==> src/hdl/fsa_pkg.sv <==
`default_nettype none

package fsa_pkg;

	// pixel and position widths
	localparam int pixel_w = 8;
	localparam int row_w = 8;
	localparam int col_w = 8;

	// a summary word holds top row, bottom row and the dark count
	localparam int word_w = 32;
	localparam int cnt_w = 16;

	// independent reader lanes on the summary memory
	localparam int reader_num = 2;

	// grayscale pixel value
	typedef logic [pixel_w-1:0] pixel_t;

	// row index or frame height
	typedef logic [row_w-1:0] row_t;

	// column index or frame width, also the memory address
	typedef logic [col_w-1:0] col_t;

	// bits 31..24 top row, 23..16 bottom row, 15..0 dark count
	typedef logic [word_w-1:0] word_t;

	// dark pixel count of one column
	typedef logic [cnt_w-1:0] cnt_t;

endpackage

`default_nettype wire

==> src/hdl/fsa_column_accum.sv <==
`timescale 1ns/10ps
`default_nettype none

module fsa_column_accum (
	input  wire clk,
	input  wire resetn,

	input  wire px_valid,
	input  wire fsa_pkg::row_t px_row,
	input  wire fsa_pkg::col_t px_col,
	input  wire px_dark,
	input  wire px_eof,

	output logic upd_rd_en,
	output fsa_pkg::col_t upd_rd_addr,
	input  wire fsa_pkg::word_t upd_rd_data,

	output logic upd_wr_en,
	output fsa_pkg::col_t upd_wr_addr,
	output fsa_pkg::word_t upd_wr_data,
	output logic swap,

	output fsa_pkg::col_t lft_v,
	output fsa_pkg::col_t rt_v,
	output logic frame_done
);
	import fsa_pkg::*;

	logic s1_valid;
	row_t s1_row;
	col_t s1_col;
	logic s1_dark;
	logic s1_eof;

	word_t old_word;
	row_t old_top;
	cnt_t old_cnt;
	word_t new_word;

	col_t cur_lft;
	col_t cur_rt;
	col_t base_lft;
	col_t base_rt;
	col_t nxt_lft;
	col_t nxt_rt;

	// stage one issues the read straight from the decode strobe
	assign upd_rd_en = px_valid;
	assign upd_rd_addr = px_col;

	always_ff @(posedge clk) begin
		if (!resetn)
			s1_valid <= 1'b0;
		else
			s1_valid <= px_valid;
	end

	always_ff @(posedge clk) begin
		s1_row <= px_row;
		s1_col <= px_col;
		s1_dark <= px_dark;
		s1_eof <= px_eof;
	end

	// row 0 starts every column afresh since the memory is never cleared
	assign old_word = (s1_row == '0) ? '0 : upd_rd_data;
	assign old_top = old_word[31:24];
	assign old_cnt = old_word[15:0];

	always_comb begin
		new_word = old_word;
		if (s1_dark) begin
			new_word[31:24] = (old_cnt == '0) ? s1_row : old_top;
			new_word[23:16] = s1_row;
			new_word[15:0] = old_cnt + 1'b1;
		end
	end

	// stage two writes the merged word and swap rides with the frame-end write
	always_ff @(posedge clk) begin
		if (!resetn) begin
			upd_wr_en <= 1'b0;
			swap <= 1'b0;
		end else begin
			upd_wr_en <= s1_valid;
			swap <= s1_valid & s1_eof;
		end
	end

	always_ff @(posedge clk) begin
		upd_wr_addr <= s1_col;
		upd_wr_data <= new_word;
	end

	// the first pixel of a frame drops the extent of the previous one
	always_comb begin
		base_lft = cur_lft;
		base_rt = cur_rt;
		if (s1_row == '0 && s1_col == '0) begin
			base_lft = '1;
			base_rt = '0;
		end
		nxt_lft = (s1_dark && s1_col < base_lft) ? s1_col : base_lft;
		nxt_rt = (s1_dark && s1_col > base_rt) ? s1_col : base_rt;
	end

	always_ff @(posedge clk) begin
		if (!resetn) begin
			cur_lft <= '1;
			cur_rt <= '0;
		end else if (s1_valid) begin
			cur_lft <= nxt_lft;
			cur_rt <= nxt_rt;
		end
	end

	always_ff @(posedge clk) begin
		if (!resetn) begin
			frame_done <= 1'b0;
			lft_v <= '1;
			rt_v <= '0;
		end else begin
			frame_done <= swap;
			if (swap) begin
				lft_v <= cur_lft;
				rt_v <= cur_rt;
			end
		end
	end

endmodule

`default_nettype wire

==> config.mk <==
export PLATFORM = sky130hd
export DESIGN_NAME = fsa_column_accum
export DESIGN_NICKNAME = d
export VERILOG_FILES = /design/src/hdl/fsa_pkg.sv /design/src/hdl/fsa_column_accum.sv
export SDC_FILE = /design/constraint.sdc
export NUM_CORES = 1
export LEC_CHECK = 0
export BUFFER_PORTS_ARGS = -buffer_cell sky130_fd_sc_hd__clkbuf_2
export CAP_MARGIN = 5
export CORE_AREA = 10 10 131 133
export CTS_BUF_LIST = sky130_fd_sc_hd__clkbuf_4 sky130_fd_sc_hd__clkbuf_8
export CTS_CLUSTER_DIAMETER = 100
export DETAILED_ROUTE_END_ITERATION = 8
export DIE_AREA = 0 0 141 143
export HOLD_SLACK_MARGIN = 0.06
export PLACE_DENSITY_LB_ADDON = 0.12
export REMOVE_ABC_BUFFERS = 1
export SKIP_LAST_GASP = 1
export SYNTH_ARGS = -nofsm -noshare
export SYNTH_HDL_FRONTEND = slang
export SYNTH_SLANG_ARGS = --single-unit
==> constraint.sdc <==
create_clock -name clk -period 2.6 [get_ports clk]
set_clock_uncertainty 0.05 [all_clocks]
set_input_delay 0.13 -clock clk [delete_from_list [all_inputs] [get_ports clk]]
set_output_delay 0.13 -clock clk [all_outputs]
set_load 0.05 [all_outputs]
==> impl_metrics.ini <==
[clock_network]
clockBufferDepth = 2
cts_tree = yes
cts.sinks = 94
cts_htree_levels = 3
clk_pin_slew_ns = 0.10
cts_buffers = 9
worstSkewPairLatency_ns = 0.38
clockRootBuffer = clkbuf_8

[global_route]
grt_max_degree = 25
gr-usage-all-layers_pct = 11.00
antenna_found_initial = 0
grt_pass1_vias = 3515
grt_pass1_wl_um = 17910
grt_overflow = 0

[detailed_routing]
dr.pass1.iters = 4
vias = 3179
dr.first_iter.drc_count = 98
antenna_left = 0
drt-vias-per-instance = 4.313
routed_wl_um = 10870
remaining_drc_errors = 0
routedWlPerCell_um = 14.75

[timing]
relSlewSlack_pct = 62.63
finalCritPeriodShare_pct = 99.23
worst_slack_ns = 0.02006
worst_hold_slack_ns = 0.2217
setup_violations = 0
rsz0062_at_grt = true
hold_viol = 0
max_freq_mhz = 387.6
report.final.slew_viol_count = 0
worst_slew_pin_slew_ns = 0.5606
layout_min_cycle_time_ns = 2.580

[critical_path]
start_kind = flip-flop
arrival_ns = 2.80
cp-end-kind = flip-flop
cp_max_fo = 8
path_class = flip-flop to flip-flop
cp.required_ns = 2.82

[floorplanning]
core-area_um2 = 14420
io_pins = 121
die_area_um2 = 20160
num_rows = 44
start_util_pct = 24.74
die_x_um = 141
die_y_um = 143

[finish]
most-common-layout-cells = 120 x clkbuf_2, 92 x dfxtp_1, 62 x nand2_1, 55 x dlygate4sd3_1, 25 x buf_4
diodes = 0
drive_above_1_share_pct = 32.91
syn_to_final_growth_pct = 48.07
fin_nets = 618
fin_area_um2 = 5284
final_core_util_pct = 36.63
mostFrequentLayoutCell = clkbuf_2

[power_and_ir_drop]
power.density_nw_per_um2 = 568.5
power_uw = 3004
leakage_uw = 0.002355
vdd_drop_max_uv = 249.8

[placed_design]
placed_area_um2 = 4424
globalplace.congestion = 0.8063
io_buffers = 120
dp_slack_ns = -0.1114
place_hpwl_um = 8021

[synthesis]
synth_area_um2 = 3568
yosysUniqueCellTypes = 36
synth_seq_area_share_pct = 52.73
synth_seq_cells = 94
synthCells = 359
yosysWarnings = 0
avgSynthCellArea_um2 = 9.940

[outcome]
status = completed

[hold_path]
hold_path_class = input pin to flip-flop

[job]
max-cap-violations = 0
==> sequential cells by signal, indices dropped and copies added (netlist names) <==
name         count
s1_col           8
upd_wr_en        1
frame_done       1
upd_wr_data     32
s1_row           8
cur_lft          8
swap             1
upd_wr_addr      8
cur_rt           8
lft_v            8
s1_valid         1
s1_dark          1
s1_eof           1
rt_v             8
==> critical path, stage by stage (launching register included) <==
cell     delay [ns]
dfxtp_2        0.35
nor4_4         0.30
and2_4         0.22
and3_4         0.19
nor2_2         0.04
ha_1           0.30
a21o_1         0.17
a21oi_2        0.13
and3b_2        0.22
o21ai_2        0.06
o21a_4         0.24
o22a_1         0.18
==> path summary, 6_finish.rpt <==
check / startpoint / to / slack (ns) / cells past startpoint
max: s1_row[2]$_DFF_P_ / cur_lft[5]$_SDFFE_PN1P_ / 0.02 / 11
min: resetn / lft_v[2]$_SDFFE_PN1P_ / 0.22 / 2
max reg2reg: s1_row[2]$_DFF_P_ / cur_lft[5]$_SDFFE_PN1P_ / 0.02 / 11
min reg2reg: s1_eof$_DFF_P_ / swap$_SDFF_PN0_ / 0.42 / 1
==> cell families after synthesis <==
family	after synthesis	synth area share (%)
buffers and inverters	27	4.137
AND/OR/NAND/NOR	137	18.76
XOR/XNOR	15	3.682
flip-flops	94	52.73
adder cells (fa/ha/maj)	17	5.961
AO/OA/AOI/OAI	53	10.24
multiplexers	16	4.488
==> area by class of cell <==
cell class | count | area, µm²
clock buffers | 10 | 137.6
well taps | 184 | 230.2
fillers | 1499 | 9140
flip-flops and latches | 94 | 1887
multi-input cells | 238 | 1617
clock inverters | 6 | 47.55
repair buffers | 201 | 1350
inverters | 4 | 15.01
==> through the flow <==
step	TNS [ns]	cells
after CTS	0	734
after floorplan	-1.992	336
final	0	737
after global routing	-1.318	737
after global placement	-0.7164	661
after detailed placement	-1.536	661
==> synthesized netlist by cell type <==
cell type  number  share of area, %
mux2i_1        16               4.5
xor2_1         12               2.9
a21oi_1         4              0.56
ha_1           17               6.0
nor4_1          5              0.88
buf_2           1              0.14
o21a_4          1              0.42
nand3b_1        1              0.21
xnor2_1         3              0.74
a211oi_1        1              0.21
nand2_1        64               6.7
a22o_1          8               2.0
o21ai_0        21               2.9
a21o_1          4              0.84
nand4_1         8               1.4
nand4_2         1              0.35
nor2_1         24               2.5
nor4_2          2              0.70
inv_1           4              0.42
and3b_1         1              0.25
buf_4          10               2.1
nand3_2         1              0.28
nand3_1         3              0.42
nand2b_1        2              0.35
and3_1          6               1.1
o21a_1          1              0.21
o211ai_1        3              0.63
and4_1          4              0.98
dfxtp_1        94                53
o21ai_2         1              0.25
nor2b_1        10               1.8
o22a_1          8               2.0
clkbuf_1       11               1.2
and2_1          5              0.88
buf_6           1              0.32
a31o_2          1              0.25
==> what timing repair did <==
action | in CTS | in global routing
pin swaps | 4 | 13
endpoints found under the setup margin | 16 | 17
gates resized for setup | 7 | 14
hold endpoints to repair | 51 | 0
hold buffers | 55 | 0
setup buffers | 2 | 3
==> layer usage <==
layer	routed length, µm	track usage (%)	up-vias
li1	-	-	1606
met1	4990	13.04	1456
met2	4796	17.34	104
met3	901	4.577	13
met4	181	4.293	0
met5	0	0	-
==> power by group <==
group / total [µW] / internal, µW / switching (µW)
combinational: 550 / 208 / 343
sequential: 1550 / 1510 / 41.6
clock: 901 / 376 / 525
total: 3000 / 2090 / 909
(Power assumes the default switching activity.)
