==> src/hdl/fsa_pkg.sv <==
`default_nettype none

package fsa_pkg;

	// pixel and position widths
	localparam int pixel_w = 8;
	localparam int row_w = 8;
	localparam int col_w = 8;

	// a summary word holds top row, bottom row and the dark count
	localparam int word_w = 32;
	localparam int cnt_w = 16;

	// independent reader lanes on the summary memory
	localparam int reader_num = 2;

	// grayscale pixel value
	typedef logic [pixel_w-1:0] pixel_t;

	// row index or frame height
	typedef logic [row_w-1:0] row_t;

	// column index or frame width, also the memory address
	typedef logic [col_w-1:0] col_t;

	// bits 31..24 top row, 23..16 bottom row, 15..0 dark count
	typedef logic [word_w-1:0] word_t;

	// dark pixel count of one column
	typedef logic [cnt_w-1:0] cnt_t;

endpackage

`default_nettype wire

==> src/hdl/fsa_pixel_decode.sv <==
`timescale 1ns/10ps
`default_nettype none

module fsa_pixel_decode (
	input  wire clk,
	input  wire resetn,

	input  wire fsa_pkg::row_t height,
	input  wire fsa_pkg::pixel_t ref_data,

	input  wire s_axis_tvalid,
	input  wire fsa_pkg::pixel_t s_axis_tdata,
	input  wire s_axis_tuser,
	input  wire s_axis_tlast,
	output logic s_axis_tready,

	output logic px_valid,
	output fsa_pkg::row_t px_row,
	output fsa_pkg::col_t px_col,
	output logic px_dark,
	output logic px_eof
);
	import fsa_pkg::*;

	row_t nxt_row;
	col_t nxt_col;
	row_t cur_row;
	col_t cur_col;
	logic accept;

	assign accept = s_axis_tvalid & s_axis_tready;

	// tuser restarts the frame at the origin whatever the counters say
	assign cur_row = s_axis_tuser ? '0 : nxt_row;
	assign cur_col = s_axis_tuser ? '0 : nxt_col;

	// the pipeline never stalls, so ready only waits for reset release
	always_ff @(posedge clk) begin
		if (!resetn)
			s_axis_tready <= 1'b0;
		else
			s_axis_tready <= 1'b1;
	end

	always_ff @(posedge clk) begin
		if (!resetn) begin
			nxt_row <= '0;
			nxt_col <= '0;
		end else if (accept) begin
			if (s_axis_tlast) begin
				nxt_row <= cur_row + 1'b1;
				nxt_col <= '0;
			end else begin
				nxt_row <= cur_row;
				nxt_col <= cur_col + 1'b1;
			end
		end
	end

	always_ff @(posedge clk) begin
		if (!resetn)
			px_valid <= 1'b0;
		else
			px_valid <= accept;
	end

	// a pixel equal to the reference is not dark
	always_ff @(posedge clk) begin
		if (accept) begin
			px_row <= cur_row;
			px_col <= cur_col;
			px_dark <= (s_axis_tdata < ref_data);
			px_eof <= s_axis_tlast && (cur_row == height - 1'b1);
		end
	end

endmodule

`default_nettype wire

==> config.mk <==
export PLATFORM = sky130hd
export DESIGN_NAME = fsa_pixel_decode
export DESIGN_NICKNAME = d
export VERILOG_FILES = /design/src/hdl/fsa_pkg.sv /design/src/hdl/fsa_pixel_decode.sv
export SDC_FILE = /design/constraint.sdc
export NUM_CORES = 1
export LEC_CHECK = 0
export BUFFER_PORTS_ARGS = -buffer_cell sky130_fd_sc_hd__buf_4
export CAP_MARGIN = 20
export CORE_MARGIN = 1.5
export CORE_UTILIZATION = 40
export CTS_BUF_LIST = sky130_fd_sc_hd__clkbuf_2
export CTS_CLUSTER_SIZE = 16
export DETAILED_ROUTE_END_ITERATION = 7
export PLACE_DENSITY = 0.73
export SLEW_MARGIN = 20
export SYNTH_ARGS = -nofsm -noshare
export SYNTH_HDL_FRONTEND = slang
export SYNTH_SLANG_ARGS = --single-unit
==> constraint.sdc <==
create_clock -name clk -period 2.1 [get_ports clk]
set_clock_uncertainty 0.1 [all_clocks]
set_input_delay 0.42 -clock clk [delete_from_list [all_inputs] [get_ports clk]]
set_output_delay 0.42 -clock clk [all_outputs]
set_load 0.02 [all_outputs]
==> results.py, run 1 <==
metrics = {
    "die": {
        "row_count": 24,
        "die_h_um": 72,
        "core-area_um2": 4470,
        "die_area_um2": 5180,
        "io_pins": 49,
        "dieWidth_um": 72,
        "start_util": 0.426,
    },
    "power_and_ir_drop": {
        "switching_power_uw": 321,
        "switching_share": 0.256,
        "powerDensity_nw_per_um2": 513,
        "peakVddDrop_mv": 0.230,
        "comb_power_share": 0.149,
        "p_int_uw": 931,
        "seqPwrFrac": 0.602,
        "leakage_nw": 1.04,
        "clkPwrFrac": 0.249,
    },
    "worst_setup_path": {
        "crit_required_ns": 2.18,
        "crit_type": "register to register",
        "critPathArrivalTime_ns": 1.91,
        "crit_fanout": 3,
        "cp-end-kind": "register",
        "r2r_setup_slack_ns": 0.27,
        "critPathLaunchType": "register",
    },
    "clocking": {
        "worst_skew_pair.late_latency_ns": 0.38,
        "cts_buffer_depth": 2,
        "numCtsBuffers": 5,
        "cts_root_buf": "clkbuf_2",
        "htreeDepth": 2,
        "cts_resized": 0,
        "numClockSinks": 36,
        "cts_tree": "yes",
        "post_cts_buffers": 0,
        "holdBufCountCts": 0,
        "clk_pin_slew_worst_paths_ns": 0.18,
    },
    "final_layout": {
        "synthToLayoutAreaGrowth_pct": 28.1,
        "nNetsFinal": 293,
        "multi_input_area_um2": 945,
        "n_fill_cell": 402,
        "final_layout_size_suffix_gt1_frac": 0.267,
        "regArea_um2": 901,
        "design_area_um2": 2440,
        "diodes": 0,
    },
    "drt": {
        "vias": 1561,
        "drc": 0,
        "drtIter0Drc": 68,
        "wl_um": 3860,
        "first_pass_iters": 4,
        "routedWlPerCell_um": 12.6,
        "ant_nets": 0,
        "viasPerCell": 5.08,
    },
    "sta": {
        "fmax_mhz": 548,
        "fin_crit_sh": 0.870,
        "fin_crit_ns": 1.83,
        "rsz0062_at_grt": "no",
        "slew_headroom": 0.745,
        "fin_setup_tns_ns": 0,
        "worst_hold_slack_ns": 0.103,
        "finalMaxSlewViolations": 0,
        "finalSetupViolations": 0,
        "finalHoldViolations": 0,
        "tightest_slew_ns": 0.382,
    },
    "synth": {
        "synth_seq_cells": 36,
        "synth_warnings": 0,
        "synthCells": 193,
        "synth_area_per_cell_um2": 9.87,
        "syn_area_um2": 1900,
        "synth_top_area_cell": "edfxtp_1",
        "synth.net_count": 232,
        "synth_cell_type_count": 37,
        "synth.area.top_cells": "edfxtp_1 (28%), dfxtp_1 (19%), ha_1 (6.6%)",
        "synth_top_area_frac": 0.284,
        "yosysSeqAreaShare": 0.473,
    },
    "status": {
        "status": "finished clean",
    },
    "placement": {
        "gp_congestion": 0.894,
        "placed_area_um2": 2400,
        "port_buffers": 48,
        "hpwl_um": 2930,
    },
    "job": {
        "drv_cap": 0,
    },
    "min_path": {
        "hold_path_class": "input port to register",
    },
    "grt": {
        "grt_first_pass_wirelength_um": 6410,
        "grt_max_degree": 15,
        "grt_use_total": 0.158,
        "grt_pass1_vias": 1464,
        "grt_overflow": 0,
        "antenna_found_initial": 0,
        "use_met3": 0.0375,
        "met1_usage": 0.199,
        "top_usage_layer": "met2",
        "use_met2": 0.266,
    },
}
-- per-layer routing --
metal / vias up / routed length, um
met3: 4 / 116
met5: - / 0
met1: 721 / 1810
met2: 33 / 1880
met4: 0 / 55
li1: 803 / -
-- power by group through the flow --
stage | registers, mW | clock network (mW) | logic (mW)
finish | 0.754 | 0.311 | 0.187
global route | 0.755 | 0.349 | 0.206
CTS | 0.754 | 0.322 | 0.189
detailed placement | 0.769 | 0 | 0.188
global placement | 0.769 | 0 | 0.185
floorplan | 0.781 | 0 | 0.0836
-- critical path, stage by stage, from the launching register on --
cell       delay, ns
dfxtp_1         0.39
nor2b_4         0.17
xnor2_1         0.10
xor2_1          0.17
or3_1           0.33
a2111oi_2       0.37
-- cell type report --
type,instances,area share
well taps,52,0.0267
multi-input cells,142,0.387
clock buffers,7,0.0144
repair buffers,58,0.184
flip-flops and latches,36,0.369
clock inverters,1,0.00154
inverters,11,0.0169
-- per-stage QoR --
step	std cells	util	power, mW	setup slack, ns
floorplan	193	-	0.865	0.115
global placement	299	0.536	0.953	0.0217
detailed placement	299	0.536	0.956	-0.0337
CTS	307	0.545	1.26	0.258
global route	307	0.545	1.31	0.169
finish	307	0.545	1.25	0.274
-- path summary, 6_finish.rpt --
path | cells past startpoint | startpoint | endpoint
setup / recovery | 5 | nxt_row[6] | px_eof
hold / removal | 1 | resetn | s_axis_tready
setup reg to reg | 5 | nxt_row[6] | px_eof
hold reg to reg | 2 | nxt_col[1] | nxt_col[1]
-- placed cells by master (no fill, tap or decap), types with 2 or more instances in the layout --
| cell | netlist | routed |
|---|---|---|
| clkbuf_2 | 0 | 7 |
| and4_1 | 2 | 2 |
| nor2b_1 | 16 | 16 |
| o21ai_0 | 9 | 9 |
| and3_1 | 2 | 2 |
| nor3_1 | 7 | 7 |
| or3_1 | 2 | 2 |
| nand2_1 | 16 | 16 |
| a21oi_1 | 10 | 10 |
| nand3b_1 | 2 | 2 |
| a22oi_1 | 2 | 2 |
| nor2_1 | 9 | 9 |
| nand4_1 | 3 | 3 |
| a21o_1 | 5 | 5 |
| nand3_1 | 6 | 6 |
| ha_1 | 10 | 10 |
| a31oi_1 | 4 | 4 |
| inv_1 | 10 | 10 |
| xnor2_1 | 11 | 11 |
| nand2b_1 | 2 | 2 |
| buf_4 | 0 | 57 |
| a21boi_0 | 4 | 4 |
| xor2_1 | 5 | 5 |
| dfxtp_1 | 18 | 18 |
| and2_1 | 5 | 5 |
| clkinv_1 | 1 | 2 |
| edfxtp_1 | 18 | 18 |
-- flip-flops by register name, indices dropped and copies added (netlist names) --
name           flops
px_dark            1
px_col             8
px_row             8
nxt_col            8
nxt_row            8
px_eof             1
s_axis_tready      1
px_valid           1
-- synthesized netlist by cell type, drive strengths merged --
cell	number
nand4bb	1
nor2b	17
and4	2
clkbuf	2
inv	10
nand3	6
a21o	5
ha	10
nand2b	2
nand2	16
nor4bb	1
edfxtp	18
and2b	1
a21oi	10
nand4b	1
o21ai	9
a31oi	4
xor2	5
a21boi	4
buf	2
or3	2
nand3b	2
nor2	9
and3	2
a2111oi	1
a311oi	1
nand4	3
dfxtp	18
xnor2	11
a22oi	2
nor4	1
and2	5
clkinv	1
o21bai	1
o21a	1
nor3	7
-- cell families after synthesis --
family	after synthesis	share of synthesized area
AOI/OAI and AO/OA	38	0.127
adders and majority gates	10	0.0657
DFF	36	0.473
xor gates and xnor gates	16	0.0736
and+or+nand+nor	78	0.230
buffers and inverters	15	0.0309
No activity file was read; power rests on OpenSTA's default activity.
==> run 2, diff against run 1 <==
--- a/config.mk
+++ b/config.mk
@@ -8,11 +8,11 @@
 export BUFFER_PORTS_ARGS = -buffer_cell sky130_fd_sc_hd__buf_4
 export CAP_MARGIN = 20
 export CORE_MARGIN = 1.5
-export CORE_UTILIZATION = 40
+export CORE_UTILIZATION = 54
 export CTS_BUF_LIST = sky130_fd_sc_hd__clkbuf_2
 export CTS_CLUSTER_SIZE = 16
 export DETAILED_ROUTE_END_ITERATION = 7
-export PLACE_DENSITY = 0.73
+export PLACE_DENSITY = 0.91
 export SLEW_MARGIN = 20
 export SYNTH_ARGS = -nofsm -noshare
 export SYNTH_HDL_FRONTEND = slang
==> results.py, run 2 (synthesized netlist as in run 1, its figures left out) <==
metrics = {
    "worst_setup_path": {
        "critPathLaunchType": "register",
        "crit_slowest_cell": "dfxtp_1",
        "crit_fanout": 3,
        "startpoint": "nxt_col[1]",
        "critPathArrivalTime_ns": 2.05,
        "crit_type": "register to register",
        "cp_cell_sequence": "nor2b_1 > ha_1 > nand4b_1 > nand4bb_1 > a21o_1 > a21oi_1 > nor2b_1",
        "cp-end-kind": "register",
        "crit_required_ns": 2.31,
        "critPathMostFrequentCell": "nor2b_1",
        "worstReg2RegStart": "nxt_col[1]",
        "slowest_delay_ns": 0.39,
    },
    "sta": {
        "fin_crit_sh": 0.879,
        "fmax_mhz": 542,
        "rsz0062_at_grt": "no",
        "fin_crit_ns": 1.85,
        "fin_setup_tns_ns": 0,
        "finalHoldViolations": 0,
        "tightest_slew_ns": 0.393,
        "slew_headroom": 0.737,
        "finalMaxSlewViolations": 0,
        "finalSetupViolations": 0,
    },
    "drt": {
        "viasPerCell": 5.46,
        "drc": 0,
        "drtIter0Drc": 68,
        "ant_nets": 0,
        "vias": 1632,
        "first_pass_iters": 4,
        "wl_um": 3860,
        "routedWlPerCell_um": 12.9,
    },
    "clocking": {
        "numClockSinks": 36,
        "holdBufCountCts": 0,
        "numCtsBuffers": 5,
        "cts_resized": 0,
        "post_cts_buffers": 0,
        "cts_root_buf": "clkbuf_2",
        "htreeDepth": 2,
        "cts_buffer_depth": 2,
        "clk_pin_slew_worst_paths_ns": 0.20,
        "cts_tree": "yes",
        "worst_skew_pair.late_latency_ns": 0.40,
    },
    "final_layout": {
        "nNetsFinal": 291,
        "final_cell_mix": "buf_4 (55), dfxtp_1 (18), edfxtp_1 (18)",
        "regArea_um2": 901,
        "mostFrequentLayoutCell": "buf_4",
        "synthToLayoutAreaGrowth_pct": 27.0,
        "final_layout_size_suffix_gt1_frac": 0.265,
        "layout.cells.non_filler": 299,
        "diodes": 0,
        "n_fill_cell": 251,
        "multi_input_area_um2": 945,
    },
    "die": {
        "io_pins": 49,
        "row_count": 21,
        "dieWidth_um": 62.4,
        "start_util": 0.566,
        "core-area_um2": 3360,
        "die_area_um2": 3890,
        "die_h_um": 62.4,
    },
    "grt": {
        "antenna_found_initial": 0,
        "grt_max_degree": 21,
        "grt_first_pass_wirelength_um": 6440,
        "grt_use_total": 0.212,
        "grt_overflow": 0,
        "grt_pass1_vias": 1521,
    },
    "placement": {
        "dp_cells": 291,
        "gp_congestion": 0.837,
        "port_buffers": 48,
        "hpwl_um": 2960,
    },
    "status": {
        "status": "finished clean",
    },
    "min_path": {
        "min_from": "resetn",
        "hold_path_class": "input port to register",
    },
    "power_and_ir_drop": {
        "peakVddDrop_mv": 0.393,
        "powerDensity_nw_per_um2": 518,
        "finalPower_mw": 1.25,
        "leakage_nw": 1.03,
    },
    "job": {
        "drv_cap": 0,
    },
}
[run 2: worst max-delay path: cells and delay by family, from the launching register on]
| kind | cells | cell delay [ns] |
|---|---|---|
| fa+ha+maj | 1 | 0.23 |
| simple gates | 4 | 0.70 |
| flops | 1 | 0.39 |
| compound gates | 2 | 0.34 |
[run 2: worst paths after layout]
kind                    to  slack [ns]  cells after the start
max reg2reg     nxt_col[6]        0.25                      7
min          s_axis_tready         0.1                      1
max             nxt_col[6]        0.25                      7
min reg2reg     nxt_col[1]        0.39                      2
[run 2: final cells by class]
| type | count | share of cell area |
|---|---|---|
| Tap cell | 46 | 0.0238 |
| Inverter | 11 | 0.0171 |
| Clock buffer | 6 | 0.0124 |
| Clock inverter | 2 | 0.00466 |
| Timing Repair Buffer | 56 | 0.179 |
| Sequential cell | 36 | 0.372 |
| Multi-Input combinational cell | 142 | 0.391 |
[run 2: power by group]
part           leakage (nW)  switching [mW]  internal (mW)
Clock                0.0333           0.226         0.0863
Combinational         0.666          0.0943         0.0928
Sequential            0.334         0.00621          0.748
Total                  1.03           0.327          0.927
[run 2: metrics by stage]
step           utilization  setup WS [ns]  hold WS, ns  area, um2
2_1_floorplan            -          0.115        0.336       1900
3_3_place_gp         0.707         0.0324        0.345       2380
3_5_place_dp         0.707        -0.0549        0.366       2380
4_1_cts              0.719          0.246       0.0810       2420
5_1_grt              0.719          0.123       0.0634       2420
6_report             0.719          0.255       0.0973       2420
[run 2: per-layer routing]
layer | global-route usage | vias up | wire [um]
met5 | 0 | - | 0
met4 | 0.103 | 0 | 80
met3 | 0.0613 | 10 | 223
met2 | 0.359 | 54 | 1990
met1 | 0.248 | 767 | 1560
li1 | - | 801 | -
